$ cat src/design/dcache_geom_pkg.sv
////////////////////////////////////////
// cache geometry of the L1 data cache memory stage
// shared by the tag path, control and top level
////////////////////////////////////////

package dcache_geom_pkg;

  // 4-way set-associative, 64 sets
  parameter int unsigned NumWays = 4;
  parameter int unsigned NumSets = 64;

  // field widths of a 32-bit address: tag | index | offset
  parameter int unsigned IdxWidth    = 6;
  parameter int unsigned TagWidth    = 22;
  parameter int unsigned WayIdxWidth = 2;

  // set index
  typedef logic [IdxWidth-1:0] cache_idx_t;

  // tag stored per way and set
  typedef logic [TagWidth-1:0] cache_tag_t;

  // one bit per way, used for requests, hits and valid bits
  typedef logic [NumWays-1:0] way_vec_t;

  // binary way number
  typedef logic [WayIdxWidth-1:0] way_idx_t;

endpackage

$ cat src/design/dcache_word_pkg.sv
////////////////////////////////////////
// data word, byte enable and offset types of the data banks
////////////////////////////////////////

package dcache_word_pkg;

  parameter int unsigned NumBanks = 2;
  parameter int unsigned OffWidth = 4;

  typedef logic [63:0]  data_word_t;
  typedef logic [7:0]   word_be_t;
  typedef logic [127:0] line_t;
  typedef logic [15:0]  line_be_t;

  // byte offset in a line, either flat or split into bank and byte in bank
  typedef union packed {
    logic [OffWidth-1:0] flat;
    struct packed {
      logic                bank;
      logic [OffWidth-2:0] byte_sel;
    } fld;
  } cache_off_u;

endpackage

$ cat src/design/dcache_tag_if.sv
////////////////////////////////////////
// tag and valid lookup between control, tag array and compare
////////////////////////////////////////

`timescale 1ns/1ps

interface dcache_tag_if;

  // request side, driven by the control module
  dcache_geom_pkg::way_vec_t   req;
  logic                        we;
  dcache_geom_pkg::cache_idx_t idx;
  dcache_geom_pkg::cache_tag_t wtag;
  dcache_geom_pkg::way_vec_t   wvalid;

  // read side, one cycle after req
  dcache_geom_pkg::cache_tag_t [dcache_geom_pkg::NumWays-1:0] rtag;
  dcache_geom_pkg::way_vec_t                                  rvalid;

  modport ctrl_mp (output req, we, idx, wtag, wvalid);
  modport array_mp (input req, we, idx, wtag, wvalid, output rtag, rvalid);
  modport cmp_mp (input rtag, rvalid);

endinterface

$ cat src/design/dcache_bank_if.sv
////////////////////////////////////////
// per-bank SRAM access between control, data banks and read mux
////////////////////////////////////////

`timescale 1ns/1ps

interface dcache_bank_if;

  // one request per bank, all ways of the bank in parallel
  logic [dcache_word_pkg::NumBanks-1:0] req;
  logic [dcache_word_pkg::NumBanks-1:0] we;
  dcache_geom_pkg::cache_idx_t [dcache_word_pkg::NumBanks-1:0] idx;

  dcache_word_pkg::word_be_t
    [dcache_word_pkg::NumBanks-1:0][dcache_geom_pkg::NumWays-1:0] be;
  dcache_word_pkg::data_word_t
    [dcache_word_pkg::NumBanks-1:0][dcache_geom_pkg::NumWays-1:0] wdata;

  // registered read data
  dcache_word_pkg::data_word_t
    [dcache_word_pkg::NumBanks-1:0][dcache_geom_pkg::NumWays-1:0] rdata;

  modport ctrl_mp (output req, we, idx, be, wdata);
  modport banks_mp (input req, we, idx, be, wdata, output rdata);
  modport cmp_mp (input rdata);

endinterface

$ cat src/design/dcache_hit_select.sv
////////////////////////////////////////
// tag compare of the looked-up set and read mux of the hitting way
////////////////////////////////////////

`timescale 1ns/1ps

module dcache_hit_select (
  dcache_tag_if.cmp_mp                tag_i,
  dcache_bank_if.cmp_mp               bank_i,
  input  logic                        cmp_en_i,
  input  logic                        rd_bank_i,
  input  dcache_geom_pkg::cache_tag_t rd_tag_i,
  output dcache_geom_pkg::way_vec_t   rd_hit_oh_o,
  output dcache_geom_pkg::way_vec_t   rd_vld_bits_o,
  output dcache_word_pkg::data_word_t rd_data_o
);

  dcache_geom_pkg::way_idx_t hit_way;

  // hit needs a matching tag, a set valid bit and a read in compare
  always_comb begin : p_cmp
    for (int w = 0; w < dcache_geom_pkg::NumWays; w++) begin
      rd_hit_oh_o[w] = cmp_en_i && tag_i.rvalid[w] && (tag_i.rtag[w] == rd_tag_i);
    end
  end

  assign rd_vld_bits_o = tag_i.rvalid;

  // lowest hitting way wins
  always_comb begin : p_way
    hit_way = '0;
    for (int w = dcache_geom_pkg::NumWays - 1; w >= 0; w--) begin
      if (rd_hit_oh_o[w]) begin
        hit_way = dcache_geom_pkg::way_idx_t'(w);
      end
    end
  end

  assign rd_data_o = (|rd_hit_oh_o) ? bank_i.rdata[rd_bank_i][hit_way] : '0;

endmodule

$ cat src/flat_wrapper.sv
// flat-port wrapper written by rule: the top's interface ports become plain ports
module dcache_hit_select_flat 
  (cmp_en_i, rd_bank_i, rd_tag_i, rd_hit_oh_o, rd_vld_bits_o, rd_data_o, tag_i_rtag, tag_i_rvalid, bank_i_rdata);
  dcache_tag_if tag_i_i ();
  dcache_bank_if bank_i_i ();
  input  logic cmp_en_i;
  input  logic rd_bank_i;
  input  dcache_geom_pkg::cache_tag_t rd_tag_i;
  output dcache_geom_pkg::way_vec_t rd_hit_oh_o;
  output dcache_geom_pkg::way_vec_t rd_vld_bits_o;
  output dcache_word_pkg::data_word_t rd_data_o;
  input wire logic [$bits(tag_i_i.rtag)-1:0] tag_i_rtag;
  input wire logic [$bits(tag_i_i.rvalid)-1:0] tag_i_rvalid;
  input wire logic [$bits(bank_i_i.rdata)-1:0] bank_i_rdata;
  assign tag_i_i.rtag = tag_i_rtag;
  assign tag_i_i.rvalid = tag_i_rvalid;
  assign bank_i_i.rdata = bank_i_rdata;
  dcache_hit_select u_core (.tag_i(tag_i_i), .bank_i(bank_i_i), .cmp_en_i(cmp_en_i), .rd_bank_i(rd_bank_i), .rd_tag_i(rd_tag_i), .rd_hit_oh_o(rd_hit_oh_o), .rd_vld_bits_o(rd_vld_bits_o), .rd_data_o(rd_data_o));
endmodule
$ cat config.mk
export PLATFORM = sky130hd
export DESIGN_NAME = dcache_hit_select_flat
export DESIGN_NICKNAME = d
export VERILOG_FILES = /design/src/design/dcache_geom_pkg.sv /design/src/design/dcache_word_pkg.sv /design/src/design/dcache_tag_if.sv /design/src/design/dcache_bank_if.sv /design/src/design/dcache_hit_select.sv /design/src/flat_wrapper.sv
export SDC_FILE = /design/constraint.sdc
export NUM_CORES = 1
export LEC_CHECK = 0
export BUFFER_PORTS_ARGS = -buffer_cell sky130_fd_sc_hd__buf_2
export CAP_MARGIN = 20
export CORE_AREA = 10 10 267 269
export DETAILED_ROUTE_END_ITERATION = 16
export DIE_AREA = 0 0 277 279
export PLACE_DENSITY_LB_ADDON = 0.2
export SLEW_MARGIN = 20
export SYNTH_ARGS = -nofsm -noshare
export SYNTH_HDL_FRONTEND = slang
export SYNTH_SLANG_ARGS = --single-unit
$ cat constraint.sdc
create_clock -name vclk -period 2.4
set_clock_uncertainty 0.1 [all_clocks]
set_input_delay 0 -clock vclk [all_inputs]
set_output_delay 0 -clock vclk [all_outputs]
set_load 0.005 [all_outputs]
# [After elaboration in Yosys (flattened, before gate mapping)]
# Index checks and enable logic that the tools add are counted.
[word_totals] word_cells=24 inputBits=628 regBits=0
[op_classes] muxes=9 magnitude_cmp=2 n_eq_ne=4 reduce_logical=9
[op_table] op="256-bit 2-to-1 mux" count=2
[op_table] op="64-bit binary-select mux with 2-bit select" count=1
[op_table] op="64-bit 2-to-1 mux" count=2
[op_table] op="22-bit == test" count=4
[op_table] op="1-bit logical AND" count=8
[op_table] op="2-bit 2-to-1 mux" count=4
[op_table] op="4-bit OR reduction" count=1
[op_table] op="2-bit by 3-bit < comparator with 1-bit output, second input constant" count=1
[op_table] op="1-bit by 2-bit < comparator with 1-bit output, second input constant" count=1

# [Depth between registers and ports, before layout]
[depth] depth_word=9 mapped_depth=9

# [Worst setup path after synthesis]
# No wires, ideal clock.
[synth_timing] path_type="input -> output" from="input port rd_tag_i[14]" to="output port rd_data_o[10]" slack_ns=0.598 cell_stages=9 required_time_ns=2.300 n_path_buf=3 arrival_time_ns=1.702 path_cell_list="xnor2_1 nand3_1 or4_4 nor4_4 buf_6 nor2b_2 buf_6 buf_12 a221oi_2"
[synth_between] elab_chain_len=9 word_cells_on_any_way=16
[synth_rtl] item="start, declared" line="flat_wrapper.sv:8" text="input dcache_geom_pkg::cache_tag_t rd_tag_i;"
[synth_rtl] item="22-bit == test" line="dcache_hit_select.sv:23" text="rd_hit_oh_o[w] = cmp_en_i && tag_i.rvalid[w] && (tag_i.rtag[w] == rd_tag_i);"
[synth_rtl] item="1-bit logical AND" line="dcache_hit_select.sv:23"
[synth_rtl] item="2-bit 2-to-1 mux (4 in a row)" line="dcache_hit_select.sv:33" text="if (rd_hit_oh_o[w]) begin"
[synth_rtl] item="64-bit binary-select mux with 2-bit select" line="dcache_hit_select.sv:39" text="assign rd_data_o = (|rd_hit_oh_o) ? bank_i.rdata[rd_bank_i][hit_way] : '0;"
[synth_rtl] item="64-bit 2-to-1 mux (not written as such)" line="dcache_hit_select.sv:39"
[synth_rtl] item="64-bit 2-to-1 mux (*)" line="dcache_hit_select.sv:39"
[synth_rtl] item="end, declared" line="flat_wrapper.sv:11" text="output dcache_word_pkg::data_word_t rd_data_o;"
# Mark *: on every way between the ends. The rest lies on a longest branch, timed or not. The select of a mux whose other input is x is not followed.

# [Worst setup path after layout]
[layout_timing] from="input port rd_tag_i[19]" to="output port rd_data_o[44]"
# The elaborated chain is that of the path after synthesis.

==> flow_summary_export.csv <==
group,metric,value,unit
synthesis,synth_cells,655,
setup_path,cp_top_family,"buffers and inverters",
die,die-width,277,um
global_routing,gr-max-usage-layer,"met2",
timing,hold_violations,0,
die,dieArea,77300,um2
finish,final_common_cell,"buf_2",
place,io_buffers,700,
detailed_routing,drc,0,
finish,nets,2050,
place,dp_hpwl,46.5,mm
finish,final_core_util,18.5,%
place,place_congestion,0.889,
synthesis,synthXorXnorAreaFrac,12.8,%
finish,final-seq-area,0,um2
die,core,65600,um2
run,drv_cap,0,
setup_path,cp_max_fo,29,
timing,period_share,104,%
pwr,pwr_density_cell,116,nW/um2
setup_path,path_cells,"buf_2, buf_4, xnor2_1, nand3_1, or4_4, a311oi_4, buf_12, buf_16, a2111oi_1, a221oi_4, buf_2",
finish,clkbuf_count,0,
global_routing,met3_usage,3.71,%
synthesis,synth_fa_ha_area_share,0,%
setup_path,startpoint_type,"input port",
die,start_util,9.21,%
global_routing,grtUsageMet2,24.6,%
finish,drive_gt1_share,70.9,%
die,io_pins,700,
synthesis,synth_fp_nets,1283,
setup_path,endpoint_kind,"output pin",
timing,final.setup.worst_slack,-0.106,ns
setup_path,cp.required,2.30,ns
global_routing,grt_pass1_wl,73.3,mm
setup_path,critPathArrivalTime,2.41,ns
pwr,seqPwrFrac,0,%
hold_path,hold_path_startpoint,"tag_i_rvalid[2]",
global_routing,grt_pass1_vias,10141,
synthesis,ys.warnings.count,0,
global_routing,antenna_found_initial,17,
timing,setup_viol,61,
global_routing,gr-usage-met1,13.2,%
run_status,violations,"negative setup slack",
timing,rsz0062_at_grt,"yes",
synthesis,synth-simple-area-share,9.69,%
pwr,p_sw_share,44.6,%
setup_path,worst-path-buf-inv,5,
pwr,switchingPower,628,uW
pwr,intPower,780,uW
detailed_routing,ant_nets,0,
synthesis,syn_area_per_cell,9.22,um2
global_routing,grt.total_usage,12.7,%
finish,seq_cell_count,0,
detailed_routing,drtIter0Drc,302,
run_status,status,"finished with violations",
detailed_routing,viasPerCell,3.85,
setup_path,cp_common_cell,"buf_2",
pwr,leakagePower,0.00618,uW
setup_path,cp_slowest_cell,"or4_4",
timing,finalMaxSlewViolations,0,
pwr,power_frac_comb,100.0,%
place,dp_slack,-0.604,ns
pwr,p_clk_share,0,%
timing,slew_headroom,40.9,%
timing,max_freq,399,MHz
pwr,fin_total_pwr,1410,uW
synthesis,syn_area,6040,um2
finish,mostFrequentLayoutCells,"buf_2, mux2i_1, buf_4",
hold_path,worstHoldEndpoint,"rd_vld_bits_o[2]",
setup_path,worstSetupPathType,"input port to output pin",
detailed_routing,dr.pass1.iters,4,
detailed_routing,detail_route.wl_per_cell,23.6,um
hold_path,whs_path_depth,2,
synthesis,synth_mux_area_share,43.7,%
timing,tightest_slew,0.864,ns
pwr,peakVddDrop,0.0688,mV
global_routing,grt_max_degree,40,
die,rows,94,
die,die_y,279,um
synthesis,synth_top_family_by_area,"multiplexers",
finish,areaGrowthSynthToFinish,101,%
detailed_routing,num_vias,8807,
synthesis,synth-seq-area-share,0,%
synthesis,yosysUniqueCellTypes,24,
hold_path,min_path_type,"input port to output pin",
timing,period_minus_slack,2.51,ns
setup_path,slowest_delay,0.52,ns
synthesis,synth_compound_area_share,25.2,%
detailed_routing,drt-total-wl,53.9,mm
global_routing,grt_overflow,0,
-- how the worst max path moves through the flow --
stage	from	to	slack [ns]	cells past startpoint
2_1_floorplan	rd_tag_i[14]	rd_data_o[10]	0.60	9
3_3_place_gp	rd_tag_i[11]	rd_data_o[31]	-0.62	11
3_5_place_dp	rd_tag_i[11]	rd_data_o[31]	-0.60	11
4_1_cts	tag_i_rtag[61]	rd_data_o[33]	-0.12	9
5_1_grt	rd_tag_i[19]	rd_data_o[44]	-0.21	11
6_report	rd_tag_i[19]	rd_data_o[44]	-0.11	11
-- synth_stat cells (all sizes together) --
library cell  count  area (um2)
nand4            11        68.8
nand3             3        15.0
mux2i           192        1920
nor4             12         105
nor2b             1        8.76
a311oi            1        26.3
buf              38         359
xnor2            37         324
clkbuf           43         161
mux2             64         721
or4               3        33.8
nand2             2        7.51
nor3             66         330
nor2              2        7.51
a2111oi          64         561
and4              1        8.76
xor2             51         447
a221oi           64         936
-- cell families after synthesis --
| kind of cell | count (synthesis) |
|---|---|
| compound gates | 129 |
| xor+xnor | 88 |
| buf+inv | 81 |
| mux | 256 |
| simple gates | 101 |
-- metal layers --
metal | vias up | routed length (um)
met5 | - | 58
met4 | 8 | 1470
met3 | 56 | 4180
met2 | 470 | 28200
met1 | 4059 | 20000
li1 | 4214 | -
-- power groups by stage --
stage          clock, uW  sequential [uW]  combinational [uW]
6_report        0.000169                0                1410
3_3_place_gp           0                0                1350
4_1_cts                0                0                1420
3_5_place_dp           0                0                1360
5_1_grt         0.000113                0                1520
2_1_floorplan          0                0                 545
-- through the flow --
stage | instances | hold WS (ns) | area, um2 | setup TNS (ns)
floorplan | 655 | -0.0192 | 6040 | 0
finish | 2287 | 0.103 | 12100 | -2.35
global placement | 2255 | 0.109 | 11200 | -25.15
global route | 2286 | 0.121 | 12100 | -9.88
detailed placement | 2255 | 0.105 | 11200 | -29.59
CTS | 2274 | 0.107 | 11800 | -3.24
-- what timing repair did --
item,CTS,global route
gates cloned,4,2
hold buffers,0,0
setup endpoints to repair,65,64
pin swaps,14,10
hold endpoints to repair,0,0
buffers inserted,16,11
gates resized for setup,102,36
-- cell type report --
cell class	instances	area [um2]
antenna	3	7.51
fill	7523	53500
tap	864	1080
multi-input combinational	574	5870
timing repair buffer	846	5160
Note: power is estimated with default switching activity, not from simulation.
