### src/design/dcache_geom_pkg.sv
////////////////////////////////////////
// cache geometry of the L1 data cache memory stage
// shared by the tag path, control and top level
////////////////////////////////////////

package dcache_geom_pkg;

  // 4-way set-associative, 64 sets
  parameter int unsigned NumWays = 4;
  parameter int unsigned NumSets = 64;

  // field widths of a 32-bit address: tag | index | offset
  parameter int unsigned IdxWidth    = 6;
  parameter int unsigned TagWidth    = 22;
  parameter int unsigned WayIdxWidth = 2;

  // set index
  typedef logic [IdxWidth-1:0] cache_idx_t;

  // tag stored per way and set
  typedef logic [TagWidth-1:0] cache_tag_t;

  // one bit per way, used for requests, hits and valid bits
  typedef logic [NumWays-1:0] way_vec_t;

  // binary way number
  typedef logic [WayIdxWidth-1:0] way_idx_t;

endpackage

### src/design/dcache_word_pkg.sv
////////////////////////////////////////
// data word, byte enable and offset types of the data banks
////////////////////////////////////////

package dcache_word_pkg;

  parameter int unsigned NumBanks = 2;
  parameter int unsigned OffWidth = 4;

  typedef logic [63:0]  data_word_t;
  typedef logic [7:0]   word_be_t;
  typedef logic [127:0] line_t;
  typedef logic [15:0]  line_be_t;

  // byte offset in a line, either flat or split into bank and byte in bank
  typedef union packed {
    logic [OffWidth-1:0] flat;
    struct packed {
      logic                bank;
      logic [OffWidth-2:0] byte_sel;
    } fld;
  } cache_off_u;

endpackage

### src/design/dcache_tag_if.sv
////////////////////////////////////////
// tag and valid lookup between control, tag array and compare
////////////////////////////////////////

`timescale 1ns/1ps

interface dcache_tag_if;

  // request side, driven by the control module
  dcache_geom_pkg::way_vec_t   req;
  logic                        we;
  dcache_geom_pkg::cache_idx_t idx;
  dcache_geom_pkg::cache_tag_t wtag;
  dcache_geom_pkg::way_vec_t   wvalid;

  // read side, one cycle after req
  dcache_geom_pkg::cache_tag_t [dcache_geom_pkg::NumWays-1:0] rtag;
  dcache_geom_pkg::way_vec_t                                  rvalid;

  modport ctrl_mp (output req, we, idx, wtag, wvalid);
  modport array_mp (input req, we, idx, wtag, wvalid, output rtag, rvalid);
  modport cmp_mp (input rtag, rvalid);

endinterface

### src/design/dcache_bank_if.sv
////////////////////////////////////////
// per-bank SRAM access between control, data banks and read mux
////////////////////////////////////////

`timescale 1ns/1ps

interface dcache_bank_if;

  // one request per bank, all ways of the bank in parallel
  logic [dcache_word_pkg::NumBanks-1:0] req;
  logic [dcache_word_pkg::NumBanks-1:0] we;
  dcache_geom_pkg::cache_idx_t [dcache_word_pkg::NumBanks-1:0] idx;

  dcache_word_pkg::word_be_t
    [dcache_word_pkg::NumBanks-1:0][dcache_geom_pkg::NumWays-1:0] be;
  dcache_word_pkg::data_word_t
    [dcache_word_pkg::NumBanks-1:0][dcache_geom_pkg::NumWays-1:0] wdata;

  // registered read data
  dcache_word_pkg::data_word_t
    [dcache_word_pkg::NumBanks-1:0][dcache_geom_pkg::NumWays-1:0] rdata;

  modport ctrl_mp (output req, we, idx, be, wdata);
  modport banks_mp (input req, we, idx, be, wdata, output rdata);
  modport cmp_mp (input rdata);

endinterface

### src/design/dcache_access_ctrl.sv
////////////////////////////////////////
// read port arbitration, refill and word-write steering onto the
// tag and bank interfaces, plus the registers of the compare stage
////////////////////////////////////////

`timescale 1ns/1ps

module dcache_access_ctrl #(
  parameter int unsigned NumPorts = 3
) (
  input  logic                                         clk_i,
  input  logic                                         rst_ni,
  // read ports
  input  logic [NumPorts-1:0]                          rd_req_i,
  input  logic [NumPorts-1:0]                          rd_prio_i,
  input  logic [NumPorts-1:0]                          rd_tag_only_i,
  input  dcache_geom_pkg::cache_idx_t [NumPorts-1:0]   rd_idx_i,
  input  dcache_word_pkg::cache_off_u [NumPorts-1:0]   rd_off_i,
  input  dcache_geom_pkg::cache_tag_t [NumPorts-1:0]   rd_tag_i,
  output logic [NumPorts-1:0]                          rd_ack_o,
  // refill on port 0
  input  logic                                         wr_cl_vld_i,
  input  dcache_geom_pkg::way_vec_t                    wr_cl_we_i,
  input  dcache_geom_pkg::cache_tag_t                  wr_cl_tag_i,
  input  dcache_geom_pkg::cache_idx_t                  wr_cl_idx_i,
  input  dcache_word_pkg::line_t                       wr_cl_data_i,
  input  dcache_word_pkg::line_be_t                    wr_cl_data_be_i,
  input  dcache_geom_pkg::way_vec_t                    wr_vld_bits_i,
  // single word write
  input  dcache_geom_pkg::way_vec_t                    wr_req_i,
  input  dcache_geom_pkg::cache_idx_t                  wr_idx_i,
  input  dcache_word_pkg::cache_off_u                  wr_off_i,
  input  dcache_word_pkg::data_word_t                  wr_data_i,
  input  dcache_word_pkg::word_be_t                    wr_be_i,
  output logic                                         wr_ack_o,
  // memory side
  dcache_tag_if.ctrl_mp                                tag_o,
  dcache_bank_if.ctrl_mp                               bank_o,
  // compare stage
  output logic                                         cmp_en_o,
  output logic                                         rd_bank_o,
  output dcache_geom_pkg::cache_tag_t                  rd_tag_o
);

  localparam int unsigned PortIdxWidth = (NumPorts > 1) ? $clog2(NumPorts) : 1;

  logic [NumPorts-1:0]     req_prio;
  logic [NumPorts-1:0]     req_masked;
  logic [PortIdxWidth-1:0] rr_q;
  logic [PortIdxWidth-1:0] gnt_idx;
  logic [PortIdxWidth-1:0] sel_q;
  logic                    rd_found;
  logic                    rd_acked;
  logic                    rd_bank;
  logic                    wr_bank;
  logic                    bank_q;
  logic                    cmp_en_q;

  ////////////////////////////////////////
  // arbitration
  ////////////////////////////////////////

  // high priority requests hide all low priority ones
  assign req_prio   = rd_req_i & rd_prio_i;
  assign req_masked = (|req_prio) ? req_prio : rd_req_i;

  // round robin, search starts one past the last grant
  always_comb begin : p_arb
    int unsigned cand;
    rd_found = 1'b0;
    gnt_idx  = '0;
    for (int unsigned i = 0; i < NumPorts; i++) begin
      cand = rr_q + i;
      if (cand >= NumPorts) begin
        cand = cand - NumPorts;
      end
      if (!rd_found && req_masked[cand]) begin
        rd_found = 1'b1;
        gnt_idx  = cand[PortIdxWidth-1:0];
      end
    end
  end

  // a refill takes the arrays for the whole cycle
  assign rd_acked = rd_found & ~wr_cl_vld_i;

  always_comb begin : p_ack
    for (int unsigned k = 0; k < NumPorts; k++) begin
      rd_ack_o[k] = rd_acked && (gnt_idx == k);
    end
  end

  assign rd_bank = rd_off_i[gnt_idx].fld.bank;
  assign wr_bank = wr_off_i.fld.bank;

  // word write only loses against a data read of the same bank
  assign wr_ack_o = ~wr_cl_vld_i & (|wr_req_i) &
                    (~rd_acked | rd_tag_only_i[gnt_idx] | (rd_bank != wr_bank));

  ////////////////////////////////////////
  // tag and bank requests
  ////////////////////////////////////////

  // reads look up all ways, refills write the selected ones
  assign tag_o.req    = wr_cl_vld_i ? wr_cl_we_i : {dcache_geom_pkg::NumWays{rd_acked}};
  assign tag_o.we     = wr_cl_vld_i;
  assign tag_o.idx    = wr_cl_vld_i ? wr_cl_idx_i : rd_idx_i[gnt_idx];
  assign tag_o.wtag   = wr_cl_tag_i;
  assign tag_o.wvalid = wr_vld_bits_i;

  always_comb begin : p_bank
    bank_o.req = '0;
    bank_o.we  = '0;
    bank_o.idx = {dcache_word_pkg::NumBanks{wr_idx_i}};
    for (int k = 0; k < dcache_word_pkg::NumBanks; k++) begin
      for (int w = 0; w < dcache_geom_pkg::NumWays; w++) begin
        bank_o.be[k][w]    = '0;
        bank_o.wdata[k][w] = wr_cl_vld_i ? wr_cl_data_i[k*64 +: 64] : wr_data_i;
      end
    end

    if (wr_cl_vld_i) begin
      // refill spans both banks, word k of the line goes to bank k
      bank_o.req = {dcache_word_pkg::NumBanks{|wr_cl_we_i}};
      bank_o.we  = {dcache_word_pkg::NumBanks{|wr_cl_we_i}};
      bank_o.idx = {dcache_word_pkg::NumBanks{wr_cl_idx_i}};
      for (int k = 0; k < dcache_word_pkg::NumBanks; k++) begin
        for (int w = 0; w < dcache_geom_pkg::NumWays; w++) begin
          bank_o.be[k][w] = wr_cl_we_i[w] ? wr_cl_data_be_i[k*8 +: 8] : '0;
        end
      end
    end else begin
      if (rd_acked && !rd_tag_only_i[gnt_idx]) begin
        bank_o.req[rd_bank] = 1'b1;
        bank_o.idx[rd_bank] = rd_idx_i[gnt_idx];
      end
      if (wr_ack_o) begin
        bank_o.req[wr_bank] = 1'b1;
        bank_o.we[wr_bank]  = 1'b1;
        bank_o.idx[wr_bank] = wr_idx_i;
        for (int w = 0; w < dcache_geom_pkg::NumWays; w++) begin
          bank_o.be[wr_bank][w] = wr_req_i[w] ? wr_be_i : '0;
        end
      end
    end
  end

  ////////////////////////////////////////
  // stage registers
  ////////////////////////////////////////

  always_ff @(posedge clk_i or negedge rst_ni) begin : p_regs
    if (!rst_ni) begin
      rr_q     <= '0;
      sel_q    <= '0;
      bank_q   <= 1'b0;
      cmp_en_q <= 1'b0;
    end else begin
      cmp_en_q <= rd_acked;
      if (rd_acked) begin
        rr_q   <= (gnt_idx == PortIdxWidth'(NumPorts - 1)) ? '0 : gnt_idx + 1'b1;
        sel_q  <= gnt_idx;
        bank_q <= rd_bank;
      end
    end
  end

  assign cmp_en_o  = cmp_en_q;
  assign rd_bank_o = bank_q;
  // the tag of the granted port arrives one cycle after its ack
  assign rd_tag_o  = rd_tag_i[sel_q];

endmodule

### src/flat_wrapper.sv
// flat-port wrapper written by rule: the top's interface ports become plain ports
module dcache_access_ctrl_flat 
#(
  parameter int unsigned NumPorts = 3
)
  (clk_i, rst_ni, rd_req_i, rd_prio_i, rd_tag_only_i, rd_idx_i, rd_off_i, rd_tag_i, rd_ack_o, wr_cl_vld_i, wr_cl_we_i, wr_cl_tag_i, wr_cl_idx_i, wr_cl_data_i, wr_cl_data_be_i, wr_vld_bits_i, wr_req_i, wr_idx_i, wr_off_i, wr_data_i, wr_be_i, wr_ack_o, cmp_en_o, rd_bank_o, rd_tag_o, tag_o_req, tag_o_we, tag_o_idx, tag_o_wtag, tag_o_wvalid, bank_o_req, bank_o_we, bank_o_idx, bank_o_be, bank_o_wdata);
  dcache_tag_if tag_o_i ();
  dcache_bank_if bank_o_i ();
  input  logic clk_i;
  input  logic rst_ni;
  input  logic [NumPorts-1:0] rd_req_i;
  input  logic [NumPorts-1:0] rd_prio_i;
  input  logic [NumPorts-1:0] rd_tag_only_i;
  input  dcache_geom_pkg::cache_idx_t [NumPorts-1:0] rd_idx_i;
  input  dcache_word_pkg::cache_off_u [NumPorts-1:0] rd_off_i;
  input  dcache_geom_pkg::cache_tag_t [NumPorts-1:0] rd_tag_i;
  output logic [NumPorts-1:0] rd_ack_o;
  input  logic wr_cl_vld_i;
  input  dcache_geom_pkg::way_vec_t wr_cl_we_i;
  input  dcache_geom_pkg::cache_tag_t wr_cl_tag_i;
  input  dcache_geom_pkg::cache_idx_t wr_cl_idx_i;
  input  dcache_word_pkg::line_t wr_cl_data_i;
  input  dcache_word_pkg::line_be_t wr_cl_data_be_i;
  input  dcache_geom_pkg::way_vec_t wr_vld_bits_i;
  input  dcache_geom_pkg::way_vec_t wr_req_i;
  input  dcache_geom_pkg::cache_idx_t wr_idx_i;
  input  dcache_word_pkg::cache_off_u wr_off_i;
  input  dcache_word_pkg::data_word_t wr_data_i;
  input  dcache_word_pkg::word_be_t wr_be_i;
  output logic wr_ack_o;
  output logic cmp_en_o;
  output logic rd_bank_o;
  output dcache_geom_pkg::cache_tag_t rd_tag_o;
  output wire logic [$bits(tag_o_i.req)-1:0] tag_o_req;
  output wire logic [$bits(tag_o_i.we)-1:0] tag_o_we;
  output wire logic [$bits(tag_o_i.idx)-1:0] tag_o_idx;
  output wire logic [$bits(tag_o_i.wtag)-1:0] tag_o_wtag;
  output wire logic [$bits(tag_o_i.wvalid)-1:0] tag_o_wvalid;
  output wire logic [$bits(bank_o_i.req)-1:0] bank_o_req;
  output wire logic [$bits(bank_o_i.we)-1:0] bank_o_we;
  output wire logic [$bits(bank_o_i.idx)-1:0] bank_o_idx;
  output wire logic [$bits(bank_o_i.be)-1:0] bank_o_be;
  output wire logic [$bits(bank_o_i.wdata)-1:0] bank_o_wdata;
  assign tag_o_req = tag_o_i.req;
  assign tag_o_we = tag_o_i.we;
  assign tag_o_idx = tag_o_i.idx;
  assign tag_o_wtag = tag_o_i.wtag;
  assign tag_o_wvalid = tag_o_i.wvalid;
  assign bank_o_req = bank_o_i.req;
  assign bank_o_we = bank_o_i.we;
  assign bank_o_idx = bank_o_i.idx;
  assign bank_o_be = bank_o_i.be;
  assign bank_o_wdata = bank_o_i.wdata;
  dcache_access_ctrl #(.NumPorts(NumPorts)) u_core (.clk_i(clk_i), .rst_ni(rst_ni), .rd_req_i(rd_req_i), .rd_prio_i(rd_prio_i), .rd_tag_only_i(rd_tag_only_i), .rd_idx_i(rd_idx_i), .rd_off_i(rd_off_i), .rd_tag_i(rd_tag_i), .rd_ack_o(rd_ack_o), .wr_cl_vld_i(wr_cl_vld_i), .wr_cl_we_i(wr_cl_we_i), .wr_cl_tag_i(wr_cl_tag_i), .wr_cl_idx_i(wr_cl_idx_i), .wr_cl_data_i(wr_cl_data_i), .wr_cl_data_be_i(wr_cl_data_be_i), .wr_vld_bits_i(wr_vld_bits_i), .wr_req_i(wr_req_i), .wr_idx_i(wr_idx_i), .wr_off_i(wr_off_i), .wr_data_i(wr_data_i), .wr_be_i(wr_be_i), .wr_ack_o(wr_ack_o), .tag_o(tag_o_i), .bank_o(bank_o_i), .cmp_en_o(cmp_en_o), .rd_bank_o(rd_bank_o), .rd_tag_o(rd_tag_o));
endmodule
### config.mk
export PLATFORM = sky130hd
export DESIGN_NAME = dcache_access_ctrl_flat
export DESIGN_NICKNAME = d
export VERILOG_FILES = /design/src/design/dcache_geom_pkg.sv /design/src/design/dcache_word_pkg.sv /design/src/design/dcache_tag_if.sv /design/src/design/dcache_bank_if.sv /design/src/design/dcache_access_ctrl.sv /design/src/flat_wrapper.sv
export SDC_FILE = /design/constraint.sdc
export NUM_CORES = 1
export LEC_CHECK = 0
export BUFFER_PORTS_ARGS = -buffer_cell sky130_fd_sc_hd__buf_2
export CELL_PAD_IN_SITES_DETAIL_PLACEMENT = 0
export CELL_PAD_IN_SITES_GLOBAL_PLACEMENT = 2
export CORE_AREA = 2 2 402 404
export CTS_CLUSTER_DIAMETER = 120
export DETAILED_ROUTE_END_ITERATION = 12
export DIE_AREA = 0 0 404 406
export MAX_ROUTING_LAYER = met4
export PLACE_DENSITY = 0.42
export SYNTH_ARGS = -nofsm -noshare
export SYNTH_HDL_FRONTEND = slang
export SYNTH_SLANG_ARGS = --single-unit
export TNS_END_PERCENT = 100
### constraint.sdc
create_clock -name clk_i -period 3.8 [get_ports clk_i]
set_clock_uncertainty 0.2 [all_clocks]
set_input_delay 0.19 -clock clk_i [delete_from_list [all_inputs] [get_ports clk_i]]
set_output_delay 0.19 -clock clk_i [all_outputs]
set_load 0.005 [all_outputs]
* Word level (Yosys, flattened, before mapping)
Index checks and enable logic that the tools add are counted.
** Cells by class
- Add/subtract/negate cells :: 6
- Magnitude comparators :: 12
- Equal/unequal tests :: 3
- Mux-type cells :: 74
- Bitwise logic cells :: 10
- Reduce and logical (&&, ||, !) cells :: 15
** Operators with widths (count)
- 2-to-1 mux 64 bit :: 4
- bitwise mux 64 bit :: 3
- demux 32 bit (select 1 bit) :: 4
- 2-to-1 mux 32 bit :: 4
- 2-to-1 mux 8 bit :: 13
- < comparator 32 x 3 -> 1 bit (second input constant) :: 3
- AND 64 bit :: 1
- >= comparator 32 x 2 -> 1 bit (second input constant) :: 2
- subtractor 32 x 2 -> 32 bit (second input constant) :: 2
- 2-to-1 mux 12 bit :: 4
- binary-select mux 22 bit (select 2 bit) :: 1
- bitwise mux 12 bit :: 2
- 2-to-1 mux 24 bit :: 1
- 2-to-1 mux 6 bit :: 4
- 2-to-1 mux 22 bit :: 1
- 2-to-1 mux 2 bit :: 10
- 2-to-1 mux 16 bit :: 1
- binary-select mux 6 bit (select 2 bit) :: 1
- demux 6 bit (select 1 bit) :: 2
- 2-to-1 mux 1 bit :: 9
- binary-select mux 1 bit (select 2 bit) :: 4
- binary-select mux 4 bit (select 2 bit) :: 1
- logical AND 1 bit :: 8
- 2-to-1 mux 4 bit :: 2
- other kinds (22) :: 33
** Storage, ports and cells
- Bits in registers :: 6
- Input bits :: 374

* Logic depth before layout (Yosys ltp)
- Depth in word-level cells :: 24
- Mapped depth :: 14
- Mapped depth without buffers :: 10

* Worst setup path before layout
OpenSTA, ideal clock, no wires.
- Path kind :: flip-flop to output port
- From :: register u_core.rr_q[0]
- To :: output port bank_o_be[40]
- Arrival time :: 2.432 ns
- Slack :: 0.978 ns
- Stages on the path, launching flop included :: 12
- Buffers on the path :: 2
- Cells stage by stage :: dfrtp_1 > inv_1 > ha_1 > and2_1 > nor3_1 > o21bai_1 > o32ai_2 > o2111ai_4 > buf_6 > and3_4 > buf_6 > a22o_1
** On the way
- Word-level cells in the longest chain between the ends :: 18
- Elaborated cells between the ends (all ways) :: 39
- Those cells by class :: 5 x add/sub; 3 x order compare; 1 x eq/ne; 21 x mux; 5 x bitwise; 4 x reduce/logical
** RTL lines
- start: declaration :: line dcache_access_ctrl.sv:49 : logic [PortIdxWidth-1:0] rr_q;
- start signal: assignment :: line dcache_access_ctrl.sv:161 : rr_q <= (gnt_idx == PortIdxWidth'(NumPorts - 1)) ? '0 : gnt_idx + 1'b1;
- branches (longest 14 deep; another with subtractor 32 x 2 -> 32 bit)
- OR 1 bit (*) :: line dcache_access_ctrl.sv:98 : (~rd_acked | rd_tag_only_i[gnt_idx] | (rd_bank != wr_bank));
- AND 1 bit (*) :: line dcache_access_ctrl.sv:97 : assign wr_ack_o = ~wr_cl_vld_i & (|wr_req_i) &
- 2-to-1 mux 64 bit (*) :: line dcache_access_ctrl.sv:137 : if (wr_ack_o) begin
- 2-to-1 mux 64 bit (*) :: line dcache_access_ctrl.sv:122 : if (wr_cl_vld_i) begin
- end: declaration :: line flat_wrapper.sv:42 : output wire logic [$bits(bank_o_i.be)-1:0] bank_o_be;
Every way passes the cells marked *. The select of a mux whose other input is x is not followed.

* Worst setup path in the final report
- From :: register u_core.rr_q[0]
- To :: output port bank_o_be[30]
Same word-level chain as after synthesis.

==> run metrics <==
Max Cap Viol=0; post-synth cell types=between 50 and 60; most common cell after layout, fill and taps aside=buf_2; Cell Area, Synth=0.00698 mm^2; antenna viol nets, final=0; root buffer cell=clkbuf_16; CTS H-tree depth=1; largest net degree at the start of global routing=between 60 and 70; layout cell share with drive strength beyond 1=63.9%; static leakage=5.99 nW; adder-cell share of the synthesized area=less than 1%; met3 WL=5.51 mm; Setup crit end kind=output port; Net Sw Frac=approximately three fifths; Tightest Pin Transition=1.16 ns; worst-path fanout max=33; Vias/cell=~2.6; RSZ-0062 raised after global routing=no; initial antenna violation count=75; met2 wire len=~43 mm; Synth Flop Type=dfrtp_1; mux cell area share after synthesis=4.99%; Setup CP Type=flop to output port; fin nets=1978; DIE WIDTH=approximately 400 um; CORE AREA=approximately 0.16 mm^2; I/O pin count=slightly above 1k; WL/cell=23.2 um; Starting Density=around 4.4%; CTS clk-pin slew, worst paths=0.03 ns; sequential area share after synthesis=about 2.2%; Hold WS=0.180 ns; Metal-1 WL=35.2 mm; GRT Residual Overflow=0; die area=approximately 0.16 mm^2; Final TNS setup=0 ns; port buffer count=966; post-CTS setup buffers=0; fin. max-slew vios=0; Gate Count Post-Synth=1082; detailed-router iteration count before antenna repair=5; fin crit share=94.3%; GRT Total Usage=9.97%; post-synthesis compound-gate area fraction=between 15 and 20%; row count=between 100 and 150; drt total wl=around 86 mm; Startpoint Class=flop; DRC violations left=0; Die H=a little over 400 um; Synth Warn #=0; #FFs+latches synth=6; hpwl dp=~80 mm; Synth Area per Inst=6.45 um^2; main combinational cell family by area after synthesis=buffers and inverters; Placer Congestion=0.809; # setup viols final=0; Simple-Gate Fraction of Synth Area=26.5%; fmax=0.279 GHz; CTS buffer count=3; most frequent cells in the layout=buf_2, nand2_1, nand2b_1; vias in the first global route=8498; Hold WC Path Type=input port to output port; clk_lat worst skew=0.22 ns; min cycle time layout=3.58 ns; DR top layer=met4; Synth Area in XOR/XNOR=0.126%; EDFF count, synth=0; logic gate share of total power=between 90% and 100%; critical path arrival=3.19 ns; Sink Count=6; Post-synth ARST share=100%; drt initial violations=649; maximum clock path buffer count=2; CTS tree=done; Int Power=1.25 mW; status=completed; Post-Syn Nets=around 1.5k; Clk network pwr share=under 10%; first-pass GRT wire length=between 100 and 150 mm; final hold violations=0; sequential share of power=3.8%; CP required=3.41 ns; area grow syn2layout=62.9%; routed via count=9536; switching power=between 1.5 and 2 mW; Slew headroom=22.9%; Max VDD drop=0.261 mV; PwrDens=266 mW/mm^2
[logic make-up (layout without fill, tap and decap cells)]
group	after synthesis	after routing
AO/OA/AOI/OAI	140	140
AND/OR/NAND/NOR	415	415
XOR/XNOR	1	1
flip-flops	6	6
adder cells (fa/ha/maj)	3	3
multiplexers	34	34
buffers and inverters	483	1001
other	0	19
[area by class of cell]
type / instances / area [um^2]
Inverter: 14 / 65.1
Sequential cell: 6 / 150
Tap cell: 2086 / 2610
Fill cell: 19100 / 148000
Clock buffer: 3 / 75.1
Timing Repair Buffer: 984 / 5010
Multi-Input combinational cell: 593 / 3410
Antenna cell: 19 / 47.5
[stage by stage]
stage | setup WS [ns] | instance area, um^2 | utilization, % | cells | power [mW]
floorplan | 0.978 | 6980 | - | 1082 | 1.69
detailed placement | 0.306 | 11200 | 7.03 | 3682 | 2.92
global route | 0.0195 | 11300 | 7.09 | 3688 | 3.28
CTS | 0.0553 | 11300 | 7.08 | 3686 | 3.11
global placement | 0.260 | 11200 | 7.03 | 3682 | 2.95
finish | 0.216 | 11400 | 7.12 | 3705 | 3.03
[sequential cells by signal (all words and copies together), names as in the netlist]
name,flops
u_core.rr_q,2
u_core.sel_q,2
u_core.cmp_en_o,1
u_core.rd_bank_o,1
[path summary, 6_finish.rpt]
check	endpoint	startpoint	slack, ns	cells after the start
setup / recovery	bank_o_be[30]	u_core.rr_q[0]	0.22	10
setup reg to reg	u_core.rr_q[0]	u_core.rr_q[0]	1.15	9
hold / removal	tag_o_wvalid[2]	wr_vld_bits_i[2]	0.18	0
min in group asynchronous	u_core.rd_bank_o	rst_ni	0.19	2
max in group asynchronous	u_core.sel_q[0]	rst_ni	3.03	2
hold reg to reg	u_core.rr_q[1]	u_core.rr_q[1]	0.33	1
[repair_timing]
item,in CTS,in global routing
hold endpoints to repair,6,0
resized for setup,0,3
endpoints found under the setup margin,0,55
hold buffers,1,0
[routing by layer]
| metal | track usage, % | vias to the layer above |
|---|---|---|
| li1 | - | 4193 |
| met1 | 12.2 | 4518 |
| met2 | 17.7 | 685 |
| met3 | 1.37 | 140 |
| met4 | 1.32 | 0 |
| met5 | - | - |
[cells in the mapped netlist, drive strengths merged, types with 2 or more instances]
master   number  area (um^2)
inv          13         48.8
o21a          3         22.5
a32o         32          320
o211ai        2         20.0
o21ai        33          165
nand3         3         15.0
a22o         32          280
or2           6         37.5
a221o         6         60.1
ha            2         25.0
dfrtp         6          150
o31ai         6         45.0
nor2         13         51.3
buf         432         3230
nand3b        2         15.0
and3          5         42.5
o2111ai       2         35.0
a21o          4         35.0
nand2b       65          407
nand2       291         1100
mux2i        28          280
clkbuf       37          139
a22oi         4         35.0
and2          7         46.3
mux2          6         67.6
a21oi         7         38.8
nor3          8         40.0
nor2b        13         81.3
[worst max-delay path: stages, from the launching register on]
cell      delay (ns)
dfrtp_1         0.37
inv_1           0.06
ha_1            0.38
and2_1          0.22
nor3_1          0.24
o21bai_2        0.20
o211a_2         0.32
nor2_2          0.37
nand2_4         0.32
a32o_1          0.33
buf_2           0.13
[power groups by stage]
stage	clock (mW)	combinational, mW	sequential, mW
floorplan	0	1.59	0.109
global placement	0	2.83	0.113
detailed placement	0	2.81	0.114
CTS	0.172	2.82	0.114
global route	0.177	2.99	0.117
finish	0.171	2.74	0.114
Power figures use the tool's default switching activity.
